## config.mk

```make
export PLATFORM = sky130hd
export DESIGN_NAME = lsu_unit_flat
export DESIGN_NICKNAME = d
export VERILOG_FILES = /design/src/lsu_pkg.sv /design/src/mem_bus_if.sv /design/src/lsu_unit.sv /design/src/index_buffer.sv /design/src/pipe_register.sv /design/src/flat_wrapper.sv
export SDC_FILE = /design/constraint.sdc
export NUM_CORES = 2
export LEC_CHECK = 0
export BUFFER_PORTS_ARGS = -buffer_cell sky130_fd_sc_hd__buf_2
export CORE_AREA = 2 2 375 377
export CTS_CLUSTER_SIZE = 40
export DETAILED_ROUTE_END_ITERATION = 6
export DIE_AREA = 0 0 377 379
export GPL_ROUTABILITY_DRIVEN = 0
export PLACE_DENSITY = 0.6
export SYNTH_ARGS = -nofsm -noshare
export SYNTH_HDL_FRONTEND = slang
export SYNTH_HIERARCHICAL = 1
export SYNTH_SLANG_ARGS = --single-unit
```

## constraint.sdc

```tcl
create_clock -name clk -period 6.96 [get_ports clk]
set_clock_uncertainty 0.15 [all_clocks]
set_input_delay 1.044 -clock clk [delete_from_list [all_inputs] [get_ports clk]]
set_output_delay 1.044 -clock clk [all_outputs]
set_load 0.005 [all_outputs]
```

## src/lsu_pkg.sv

```systemverilog
package lsu_pkg;

    localparam int num_threads   = 4;
    localparam int nw_bits       = 2;
    localparam int nr_bits       = 5;
    localparam int lsuq_size     = 4;
    localparam int tag_bits      = 2;
    localparam int mem_words     = 64;
    localparam int mem_addr_bits = $clog2(mem_words);
    localparam int mem_ports     = 2;

    // load size in bits 1:0 and unsigned flag in bit 2
    // sb and sh sit on the two spare codes
    typedef enum logic [2:0] {
        lb  = 3'b000,
        lh  = 3'b001,
        lw  = 3'b010,
        sb  = 3'b011,
        lbu = 3'b100,
        lhu = 3'b101,
        sw  = 3'b110,
        sh  = 3'b111
    } mem_op_e;

    typedef struct packed {
        logic                               valid;
        logic [nw_bits-1:0]                 wid;
        logic [num_threads-1:0]             tmask;
        logic [31:0]                        pc;
        logic                               rw;
        logic [nr_bits-1:0]                 rd;
        logic                               wb;
        logic [num_threads-1:0][31:0]       full_addr;
        logic [num_threads-1:0][29:0]       addr;
        logic [num_threads-1:0][1:0]        offset;
        logic [num_threads-1:0][3:0]        byteen;
        logic [num_threads-1:0][31:0]       data;
        // 0 none, 1 byte, 2 half
        logic [1:0]                         sext;
    } lsu_req_t;

    typedef struct packed {
        logic                         valid;
        logic [nw_bits-1:0]           wid;
        logic [num_threads-1:0]       tmask;
        logic [31:0]                  pc;
        logic [nr_bits-1:0]           rd;
        logic                         wb;
        logic [num_threads-1:0][31:0] data;
        logic                         eop;
    } commit_t;

    typedef struct packed {
        logic [nw_bits-1:0]           wid;
        logic [31:0]                  pc;
        logic [nr_bits-1:0]           rd;
        logic                         wb;
        logic [num_threads-1:0][1:0]  offset;
        logic [1:0]                   sext;
    } meta_t;

endpackage
```

## src/mem_bus_if.sv

```systemverilog
interface mem_req_if;
    logic [lsu_pkg::num_threads-1:0]                    valid;
    logic [lsu_pkg::num_threads-1:0]                    rw;
    logic [lsu_pkg::num_threads-1:0][29:0]              addr;
    logic [lsu_pkg::num_threads-1:0][3:0]               byteen;
    logic [lsu_pkg::num_threads-1:0][31:0]              data;
    logic [lsu_pkg::num_threads-1:0][lsu_pkg::tag_bits-1:0] tag;
    logic [lsu_pkg::num_threads-1:0]                    ready;

    modport master (
        output valid,
        output rw,
        output addr,
        output byteen,
        output data,
        output tag,
        input  ready
    );

    modport slave (
        input  valid,
        input  rw,
        input  addr,
        input  byteen,
        input  data,
        input  tag,
        output ready
    );
endinterface

interface mem_rsp_if;
    logic [lsu_pkg::num_threads-1:0]       valid;
    logic [lsu_pkg::num_threads-1:0][31:0] data;
    logic [lsu_pkg::tag_bits-1:0]          tag;
    logic                                  ready;

    modport master (
        output valid,
        output data,
        output tag,
        input  ready
    );

    modport slave (
        input  valid,
        input  data,
        input  tag,
        output ready
    );
endinterface

```

## src/lsu_unit.sv

```systemverilog
module lsu_unit (
    input  logic                                  clk,
    input  logic                                  reset,
    input  logic                                  req_valid,
    input  logic                                  req_rw,
    input  lsu_pkg::mem_op_e                      req_op,
    input  logic [lsu_pkg::nw_bits-1:0]           req_wid,
    input  logic [lsu_pkg::num_threads-1:0]       req_tmask,
    input  logic [31:0]                           req_pc,
    input  logic [lsu_pkg::nr_bits-1:0]           req_rd,
    input  logic                                  req_wb,
    input  logic [lsu_pkg::num_threads-1:0][31:0] req_base_addr,
    input  logic [31:0]                           req_offset,
    input  logic [lsu_pkg::num_threads-1:0][31:0] req_store_data,
    output logic                                  req_ready,
    mem_req_if.master                             mem_req,
    mem_rsp_if.slave                              mem_rsp,
    output lsu_pkg::commit_t                      ld,
    input  logic                                  ld_ready,
    output logic                                  st_valid,
    output logic [lsu_pkg::nw_bits-1:0]           st_wid,
    output logic [lsu_pkg::num_threads-1:0]       st_tmask,
    output logic [31:0]                           st_pc,
    input  logic                                  st_ready
);

    lsu_pkg::lsu_req_t stage_in;
    lsu_pkg::lsu_req_t stage;
    lsu_pkg::meta_t    meta_in;
    lsu_pkg::meta_t    meta_out;
    lsu_pkg::commit_t  commit_in;

    logic [1:0] op_size;
    logic [1:0] op_sext;
    logic [3:0] wmask;

    logic ready_dep;
    logic ready_in;
    logic stall_in;
    logic sent_all;
    logic ld_stall;
    logic [lsu_pkg::num_threads-1:0] sent_mask;
    logic [lsu_pkg::num_threads-1:0] req_fire;

    logic [lsu_pkg::tag_bits-1:0] mbuf_waddr;
    logic [lsu_pkg::tag_bits-1:0] mbuf_raddr;
    logic [lsu_pkg::tag_bits-1:0] tag_hold;
    logic [lsu_pkg::tag_bits-1:0] req_tag;
    logic mbuf_full;
    logic mbuf_push;
    logic mbuf_pop;
    logic rsp_fire;
    logic [lsu_pkg::num_threads-1:0] rem_mask [lsu_pkg::lsuq_size];
    logic [lsu_pkg::num_threads-1:0] rem_mask_n;

    // op decode
    always_comb begin
        case (req_op)
            lsu_pkg::lb, lsu_pkg::lbu, lsu_pkg::sb: op_size = 2'd0;
            lsu_pkg::lh, lsu_pkg::lhu, lsu_pkg::sh: op_size = 2'd1;
            default:                                op_size = 2'd2;
        endcase
        case (req_op)
            lsu_pkg::lb: op_sext = 2'd1;
            lsu_pkg::lh: op_sext = 2'd2;
            default:     op_sext = 2'd0;
        endcase
        case (op_size)
            2'd0:    wmask = 4'b0001;
            2'd1:    wmask = 4'b0011;
            default: wmask = 4'b1111;
        endcase
    end

    // address generation
    always_comb begin
        stage_in.valid = req_valid;
        stage_in.wid   = req_wid;
        stage_in.tmask = req_tmask;
        stage_in.pc    = req_pc;
        stage_in.rw    = req_rw;
        stage_in.rd    = req_rd;
        stage_in.wb    = req_wb;
        stage_in.sext  = op_sext;
        for (int i = 0; i < lsu_pkg::num_threads; i++) begin
            stage_in.full_addr[i] = req_base_addr[i] + req_offset;
            stage_in.addr[i]      = stage_in.full_addr[i][31:2];
            stage_in.offset[i]    = stage_in.full_addr[i][1:0];
            stage_in.byteen[i]    = wmask << stage_in.full_addr[i][1:0];
            stage_in.data[i]      = req_store_data[i] << {stage_in.full_addr[i][1:0], 3'b000};
        end
    end

    pipe_register #(
        .payload_t (lsu_pkg::lsu_req_t)
    ) req_reg (
        .clk      (clk),
        .reset    (reset),
        .enable   (!stall_in),
        .data_in  (stage_in),
        .data_out (stage)
    );

    // a load keeps submitting once its slot is held, even if the buffer fills
    assign ready_dep = stage.rw ? st_ready : (!mbuf_full || (sent_mask != '0));
    assign req_fire  = mem_req.valid & mem_req.ready;
    assign sent_all  = ((req_fire | sent_mask) & stage.tmask) == stage.tmask;
    assign ready_in  = ready_dep && sent_all;
    assign stall_in  = stage.valid && !ready_in;
    assign req_ready = !stall_in;

    always_ff @(posedge clk) begin
        if (reset) begin
            sent_mask <= '0;
        end else if (sent_all) begin
            sent_mask <= '0;
        end else begin
            sent_mask <= sent_mask | req_fire;
        end
    end

    assign mbuf_push = (|req_fire) && (sent_mask == '0) && !stage.rw;
    assign req_tag   = (sent_mask == '0) ? mbuf_waddr : tag_hold;

    // tag must survive a split submission
    always_ff @(posedge clk) begin
        if (mbuf_push) begin
            tag_hold <= mbuf_waddr;
        end
    end

    assign mem_req.valid  = {lsu_pkg::num_threads{stage.valid && ready_dep}}
                          & stage.tmask & ~sent_mask;
    assign mem_req.rw     = {lsu_pkg::num_threads{stage.rw}};
    assign mem_req.addr   = stage.addr;
    assign mem_req.byteen = stage.byteen;
    assign mem_req.data   = stage.data;
    assign mem_req.tag    = {lsu_pkg::num_threads{req_tag}};

    assign st_valid = stage.valid && stage.rw && sent_all;
    assign st_wid   = stage.wid;
    assign st_tmask = stage.tmask;
    assign st_pc    = stage.pc;

    assign meta_in.wid    = stage.wid;
    assign meta_in.pc     = stage.pc;
    assign meta_in.rd     = stage.rd;
    assign meta_in.wb     = stage.wb;
    assign meta_in.offset = stage.offset;
    assign meta_in.sext   = stage.sext;

    index_buffer req_meta (
        .clk          (clk),
        .reset        (reset),
        .acquire      (mbuf_push),
        .write_data   (meta_in),
        .write_addr   (mbuf_waddr),
        .read_addr    (mbuf_raddr),
        .read_data    (meta_out),
        .release_slot (mbuf_pop),
        .full         (mbuf_full)
    );

    assign mbuf_raddr = mem_rsp.tag;
    assign rsp_fire   = (|mem_rsp.valid) && mem_rsp.ready;
    assign rem_mask_n = rem_mask[mbuf_raddr] & ~mem_rsp.valid;
    assign mbuf_pop   = rsp_fire && (rem_mask_n == '0);

    // lanes still owed per slot
    always_ff @(posedge clk) begin
        if (mbuf_push) begin
            rem_mask[mbuf_waddr] <= stage.tmask;
        end
        if (rsp_fire) begin
            rem_mask[mbuf_raddr] <= rem_mask_n;
        end
    end

    // align and extend
    always_comb begin
        logic [31:0] shifted;
        commit_in.valid = |mem_rsp.valid;
        commit_in.wid   = meta_out.wid;
        commit_in.tmask = mem_rsp.valid;
        commit_in.pc    = meta_out.pc;
        commit_in.rd    = meta_out.rd;
        commit_in.wb    = meta_out.wb;
        commit_in.eop   = mbuf_pop;
        for (int i = 0; i < lsu_pkg::num_threads; i++) begin
            shifted = mem_rsp.data[i] >> {meta_out.offset[i], 3'b000};
            case (meta_out.sext)
                2'd1:    commit_in.data[i] = {{24{shifted[7]}}, shifted[7:0]};
                2'd2:    commit_in.data[i] = {{16{shifted[15]}}, shifted[15:0]};
                default: commit_in.data[i] = shifted;
            endcase
        end
    end

    assign ld_stall      = ld.valid && !ld_ready;
    assign mem_rsp.ready = !ld_stall;

    pipe_register #(
        .payload_t (lsu_pkg::commit_t)
    ) rsp_reg (
        .clk      (clk),
        .reset    (reset),
        .enable   (!ld_stall),
        .data_in  (commit_in),
        .data_out (ld)
    );

endmodule

```

## src/index_buffer.sv

```systemverilog
module index_buffer (
    input  logic                         clk,
    input  logic                         reset,
    input  logic                         acquire,
    input  lsu_pkg::meta_t               write_data,
    output logic [lsu_pkg::tag_bits-1:0] write_addr,
    input  logic [lsu_pkg::tag_bits-1:0] read_addr,
    output lsu_pkg::meta_t               read_data,
    input  logic                         release_slot,
    output logic                         full
);

    logic [lsu_pkg::lsuq_size-1:0] busy;
    lsu_pkg::meta_t                meta_mem [lsu_pkg::lsuq_size];

    // lowest free slot
    always_comb begin
        write_addr = '0;
        for (int i = lsu_pkg::lsuq_size - 1; i >= 0; i--) begin
            if (!busy[i]) begin
                write_addr = i[lsu_pkg::tag_bits-1:0];
            end
        end
    end

    always_ff @(posedge clk) begin
        if (reset) begin
            busy <= '0;
        end else begin
            if (acquire) begin
                busy[write_addr] <= 1'b1;
            end
            if (release_slot) begin
                busy[read_addr] <= 1'b0;
            end
        end
    end

    always_ff @(posedge clk) begin
        if (acquire) begin
            meta_mem[write_addr] <= write_data;
        end
    end

    assign read_data = meta_mem[read_addr];
    assign full      = &busy;

endmodule

```

## src/pipe_register.sv

```systemverilog
module pipe_register #(
    parameter type payload_t = logic
) (
    input  logic     clk,
    input  logic     reset,
    input  logic     enable,
    input  payload_t data_in,
    output payload_t data_out
);

    always_ff @(posedge clk) begin
        if (reset) begin
            data_out <= '0;
        end else if (enable) begin
            data_out <= data_in;
        end
    end

endmodule

```

## src/flat_wrapper.sv

```systemverilog
// flat-port wrapper written by rule: the top's interface ports become plain ports
module lsu_unit_flat 
  (clk, reset, req_valid, req_rw, req_op, req_wid, req_tmask, req_pc, req_rd, req_wb, req_base_addr, req_offset, req_store_data, req_ready, ld, ld_ready, st_valid, st_wid, st_tmask, st_pc, st_ready, mem_req_valid, mem_req_rw, mem_req_addr, mem_req_byteen, mem_req_data, mem_req_tag, mem_req_ready, mem_rsp_valid, mem_rsp_data, mem_rsp_tag, mem_rsp_ready);
  mem_req_if mem_req_i ();
  mem_rsp_if mem_rsp_i ();
  input  logic clk;
  input  logic reset;
  input  logic req_valid;
  input  logic req_rw;
  input  lsu_pkg::mem_op_e req_op;
  input  logic [lsu_pkg::nw_bits-1:0] req_wid;
  input  logic [lsu_pkg::num_threads-1:0] req_tmask;
  input  logic [31:0] req_pc;
  input  logic [lsu_pkg::nr_bits-1:0] req_rd;
  input  logic req_wb;
  input  logic [lsu_pkg::num_threads-1:0][31:0] req_base_addr;
  input  logic [31:0] req_offset;
  input  logic [lsu_pkg::num_threads-1:0][31:0] req_store_data;
  output logic req_ready;
  output lsu_pkg::commit_t ld;
  input  logic ld_ready;
  output logic st_valid;
  output logic [lsu_pkg::nw_bits-1:0] st_wid;
  output logic [lsu_pkg::num_threads-1:0] st_tmask;
  output logic [31:0] st_pc;
  input  logic st_ready;
  output wire logic [$bits(mem_req_i.valid)-1:0] mem_req_valid;
  output wire logic [$bits(mem_req_i.rw)-1:0] mem_req_rw;
  output wire logic [$bits(mem_req_i.addr)-1:0] mem_req_addr;
  output wire logic [$bits(mem_req_i.byteen)-1:0] mem_req_byteen;
  output wire logic [$bits(mem_req_i.data)-1:0] mem_req_data;
  output wire logic [$bits(mem_req_i.tag)-1:0] mem_req_tag;
  input wire logic [$bits(mem_req_i.ready)-1:0] mem_req_ready;
  input wire logic [$bits(mem_rsp_i.valid)-1:0] mem_rsp_valid;
  input wire logic [$bits(mem_rsp_i.data)-1:0] mem_rsp_data;
  input wire logic [$bits(mem_rsp_i.tag)-1:0] mem_rsp_tag;
  output wire logic [$bits(mem_rsp_i.ready)-1:0] mem_rsp_ready;
  assign mem_req_valid = mem_req_i.valid;
  assign mem_req_rw = mem_req_i.rw;
  assign mem_req_addr = mem_req_i.addr;
  assign mem_req_byteen = mem_req_i.byteen;
  assign mem_req_data = mem_req_i.data;
  assign mem_req_tag = mem_req_i.tag;
  assign mem_req_i.ready = mem_req_ready;
  assign mem_rsp_i.valid = mem_rsp_valid;
  assign mem_rsp_i.data = mem_rsp_data;
  assign mem_rsp_i.tag = mem_rsp_tag;
  assign mem_rsp_ready = mem_rsp_i.ready;
  lsu_unit u_core (.clk(clk), .reset(reset), .req_valid(req_valid), .req_rw(req_rw), .req_op(req_op), .req_wid(req_wid), .req_tmask(req_tmask), .req_pc(req_pc), .req_rd(req_rd), .req_wb(req_wb), .req_base_addr(req_base_addr), .req_offset(req_offset), .req_store_data(req_store_data), .req_ready(req_ready), .mem_req(mem_req_i), .mem_rsp(mem_rsp_i), .ld(ld), .ld_ready(ld_ready), .st_valid(st_valid), .st_wid(st_wid), .st_tmask(st_tmask), .st_pc(st_pc), .st_ready(st_ready));
endmodule
```

==> flow_metrics.tcl <==
set metrics [dict create \
    viasPerCell 4.87 \
    num-fill-cells 14500 \
    post-route-min-period_ns 4.32 \
    ioPinCount 974 \
    fin_tns_setup_ns 0 \
    syn_nets 4256 \
    max_freq_ghz 0.232 \
    final_common_cell "buf_2" \
    die_w_um 377 \
    r2r_end "u_core/rsp_reg/data_out[118]" \
    h-tree-depth 3 \
    p_clk_share_pct 38.4 \
    slew_violations 0 \
    cts.clk_slew.worst_paths_ns 0.06 \
    die_area_um2 143000 \
    critPathMaxFanout 5 \
    seq_power_share_pct 40.1 \
    die_h_um 379 \
    hold_violations 0 \
    cts_buffers 88 \
    mostFrequentLayoutCells "buf_2, nor2_1, mux2i_1" \
    drive_gt1_share_pct 27.1 \
    holdCritStartpoint "u_core/req_reg/data_out[146]" \
    area_growth_pct 23.6 \
    worstSetupPathType "in -> reg" \
    swShare_pct 30.7 \
    fin_cells 6412 \
    outcome "finished clean" \
    core_area_um2 139000 \
    multi_input_comb_area_um2 18900 \
    syn_avg_cell_area_um2 10.2 \
    timing.rr.start "u_core/req_meta/meta_mem[1][0]" \
    p_int_w 0.00841 \
    initial_core_util_pct 26.9 \
    rsz0062_at_grt "false" \
    cts_resized 0 \
    drc 0 \
    seqCellArea_um2 16600 \
    place_hpwl_um 107000 \
    max_cap_violations 0 \
    worst_slew_pin_slew_ns 1.24 \
    period_share_pct 62.1 \
    rr_worst_depth 9 \
    routed-via-count 31200 \
    clockBufferDepth 3 \
    drt_iter0_drc 2383 \
    drt-total-wl_um 142000 \
    synth_cells 3647 \
    power_per_cell_area_nw_per_um2 263 \
    netlist_area_um2 37400 \
    cts_root_buffer "clkbuf_16" \
    first_pass_iters 6 \
    yosysWarnings 6 \
    hold_buffers 0 \
    fin_nets 5125 \
    setup_viol 0 \
    io_buffers 973 \
    startpoint_type "input pin" \
    grt_max_degree 157 \
    cts_tree "yes" \
    antenna_found_initial 36 \
    cts_setup_buffers 0 \
    hold_end "u_core/req_meta/meta_mem[3][2]" \
    grt_pass1_wl_um 199000 \
    cp.required_ns 7.37 \
    routedWlPerCell_um 22.1 \
    min_path_cells 0 \
    hold_path.class "reg -> reg" \
    p_switching_w 0.00372 \
    num_rows 137 \
    clk_latency_ns 0.72 \
    p_leak_nw 23.0 \
    timing.reg2reg.setup_slack_ns 3.46 \
    slew-limit-headroom_pct 17.4 \
    first_global_vias 29400 \
    power_frac_comb_pct 21.5 \
    track_usage_pct 18.7 \
    clock-sinks 720 \
    cp_data_arrival_time_ns 4.73 \
    peakVddDrop_uv 197 \
    dp_cells 6233 \
    gr-total-overflow 0 \
    worst_setup_path_end_kind "flip-flop" \
    postRouteAntennaNets 0 \
]
## layout make-up
| class | count | share of cell area [%] |
|---|---|---|
| clock inverter | 37 | 0.902 |
| clock buffer | 126 | 5.51 |
| sequential | 720 | 35.9 |
| inverter | 55 | 0.447 |
| antenna | 16 | 0.0867 |
| timing repair buffer | 1002 | 11.2 |
| multi-input combinational | 2649 | 41.0 |
| tap | 1807 | 4.90 |
## routing by layer
layer	share of wire [%]	up-vias	global-route usage [%]
li1	-	14800	-
met1	42	14900	23.8
met2	46	1274	29.8
met3	7.5	262	4.58
met4	4.1	20	8.64
met5	0.091	-	0
## critical path, stage by stage
cell	delay, ns
buf_2	0.14
inv_1	0.20
fa_1	0.27
nor2b_1	0.06
o21ai_0	0.38
a21oi_1	0.19
o21ai_0	0.85
a311oi_1	0.32
o41ai_1	0.66
nand3_1	0.14
a21oi_1	0.20
xnor2_1	0.08
mux2i_1	0.13
nor2_1	0.05
## metrics by stage
stage	instance area [um^2]	power (W)	setup WS (ns)	hold slack [ns]	util (%)
detailed placement	43200	0.00753	1.92	0.323	31.1
global placement	43200	0.00750	1.88	0.317	31.1
finish	46200	0.0121	2.64	0.324	33.3
CTS	46100	0.0123	2.69	0.327	33.2
floorplan	37400	0.00652	0.824	0.300	-
global route	46200	0.0127	2.35	0.343	33.3
## sequential cells by signal (all words and copies together) (netlist names)
signal and cells:
u_core/sent_mask 4, u_core/rsp_reg/data_out 174, u_core/rem_mask 16, u_core/req_reg/data_out 320
u_core/req_meta/busy 4, u_core/tag_hold 2, u_core/req_meta/meta_mem 200
## power groups by stage
stage | logic, W | registers [W] | clock network [W]
after floorplan | 0.00159 | 0.00493 | 0
after global placement | 0.00256 | 0.00494 | 0
after detailed placement | 0.00258 | 0.00495 | 0
after CTS | 0.00259 | 0.00486 | 0.00480
after global routing | 0.00283 | 0.00490 | 0.00496
final | 0.00260 | 0.00486 | 0.00466
## worst max path at each step
stage          slack, ns          start                              to  cells past startpoint
2_1_floorplan       0.82       st_ready  u_core/req_meta/meta_mem[0][0]                      5
3_3_place_gp        1.88  req_offset[1]    u_core/req_reg/data_out[182]                     14
3_5_place_dp        1.92  req_offset[1]    u_core/req_reg/data_out[182]                     14
4_1_cts             2.69  req_offset[1]    u_core/req_reg/data_out[182]                     14
5_1_grt             2.35  req_offset[1]    u_core/req_reg/data_out[178]                     14
6_report            2.64  req_offset[1]    u_core/req_reg/data_out[182]                     14
(Power assumes the default switching activity.)
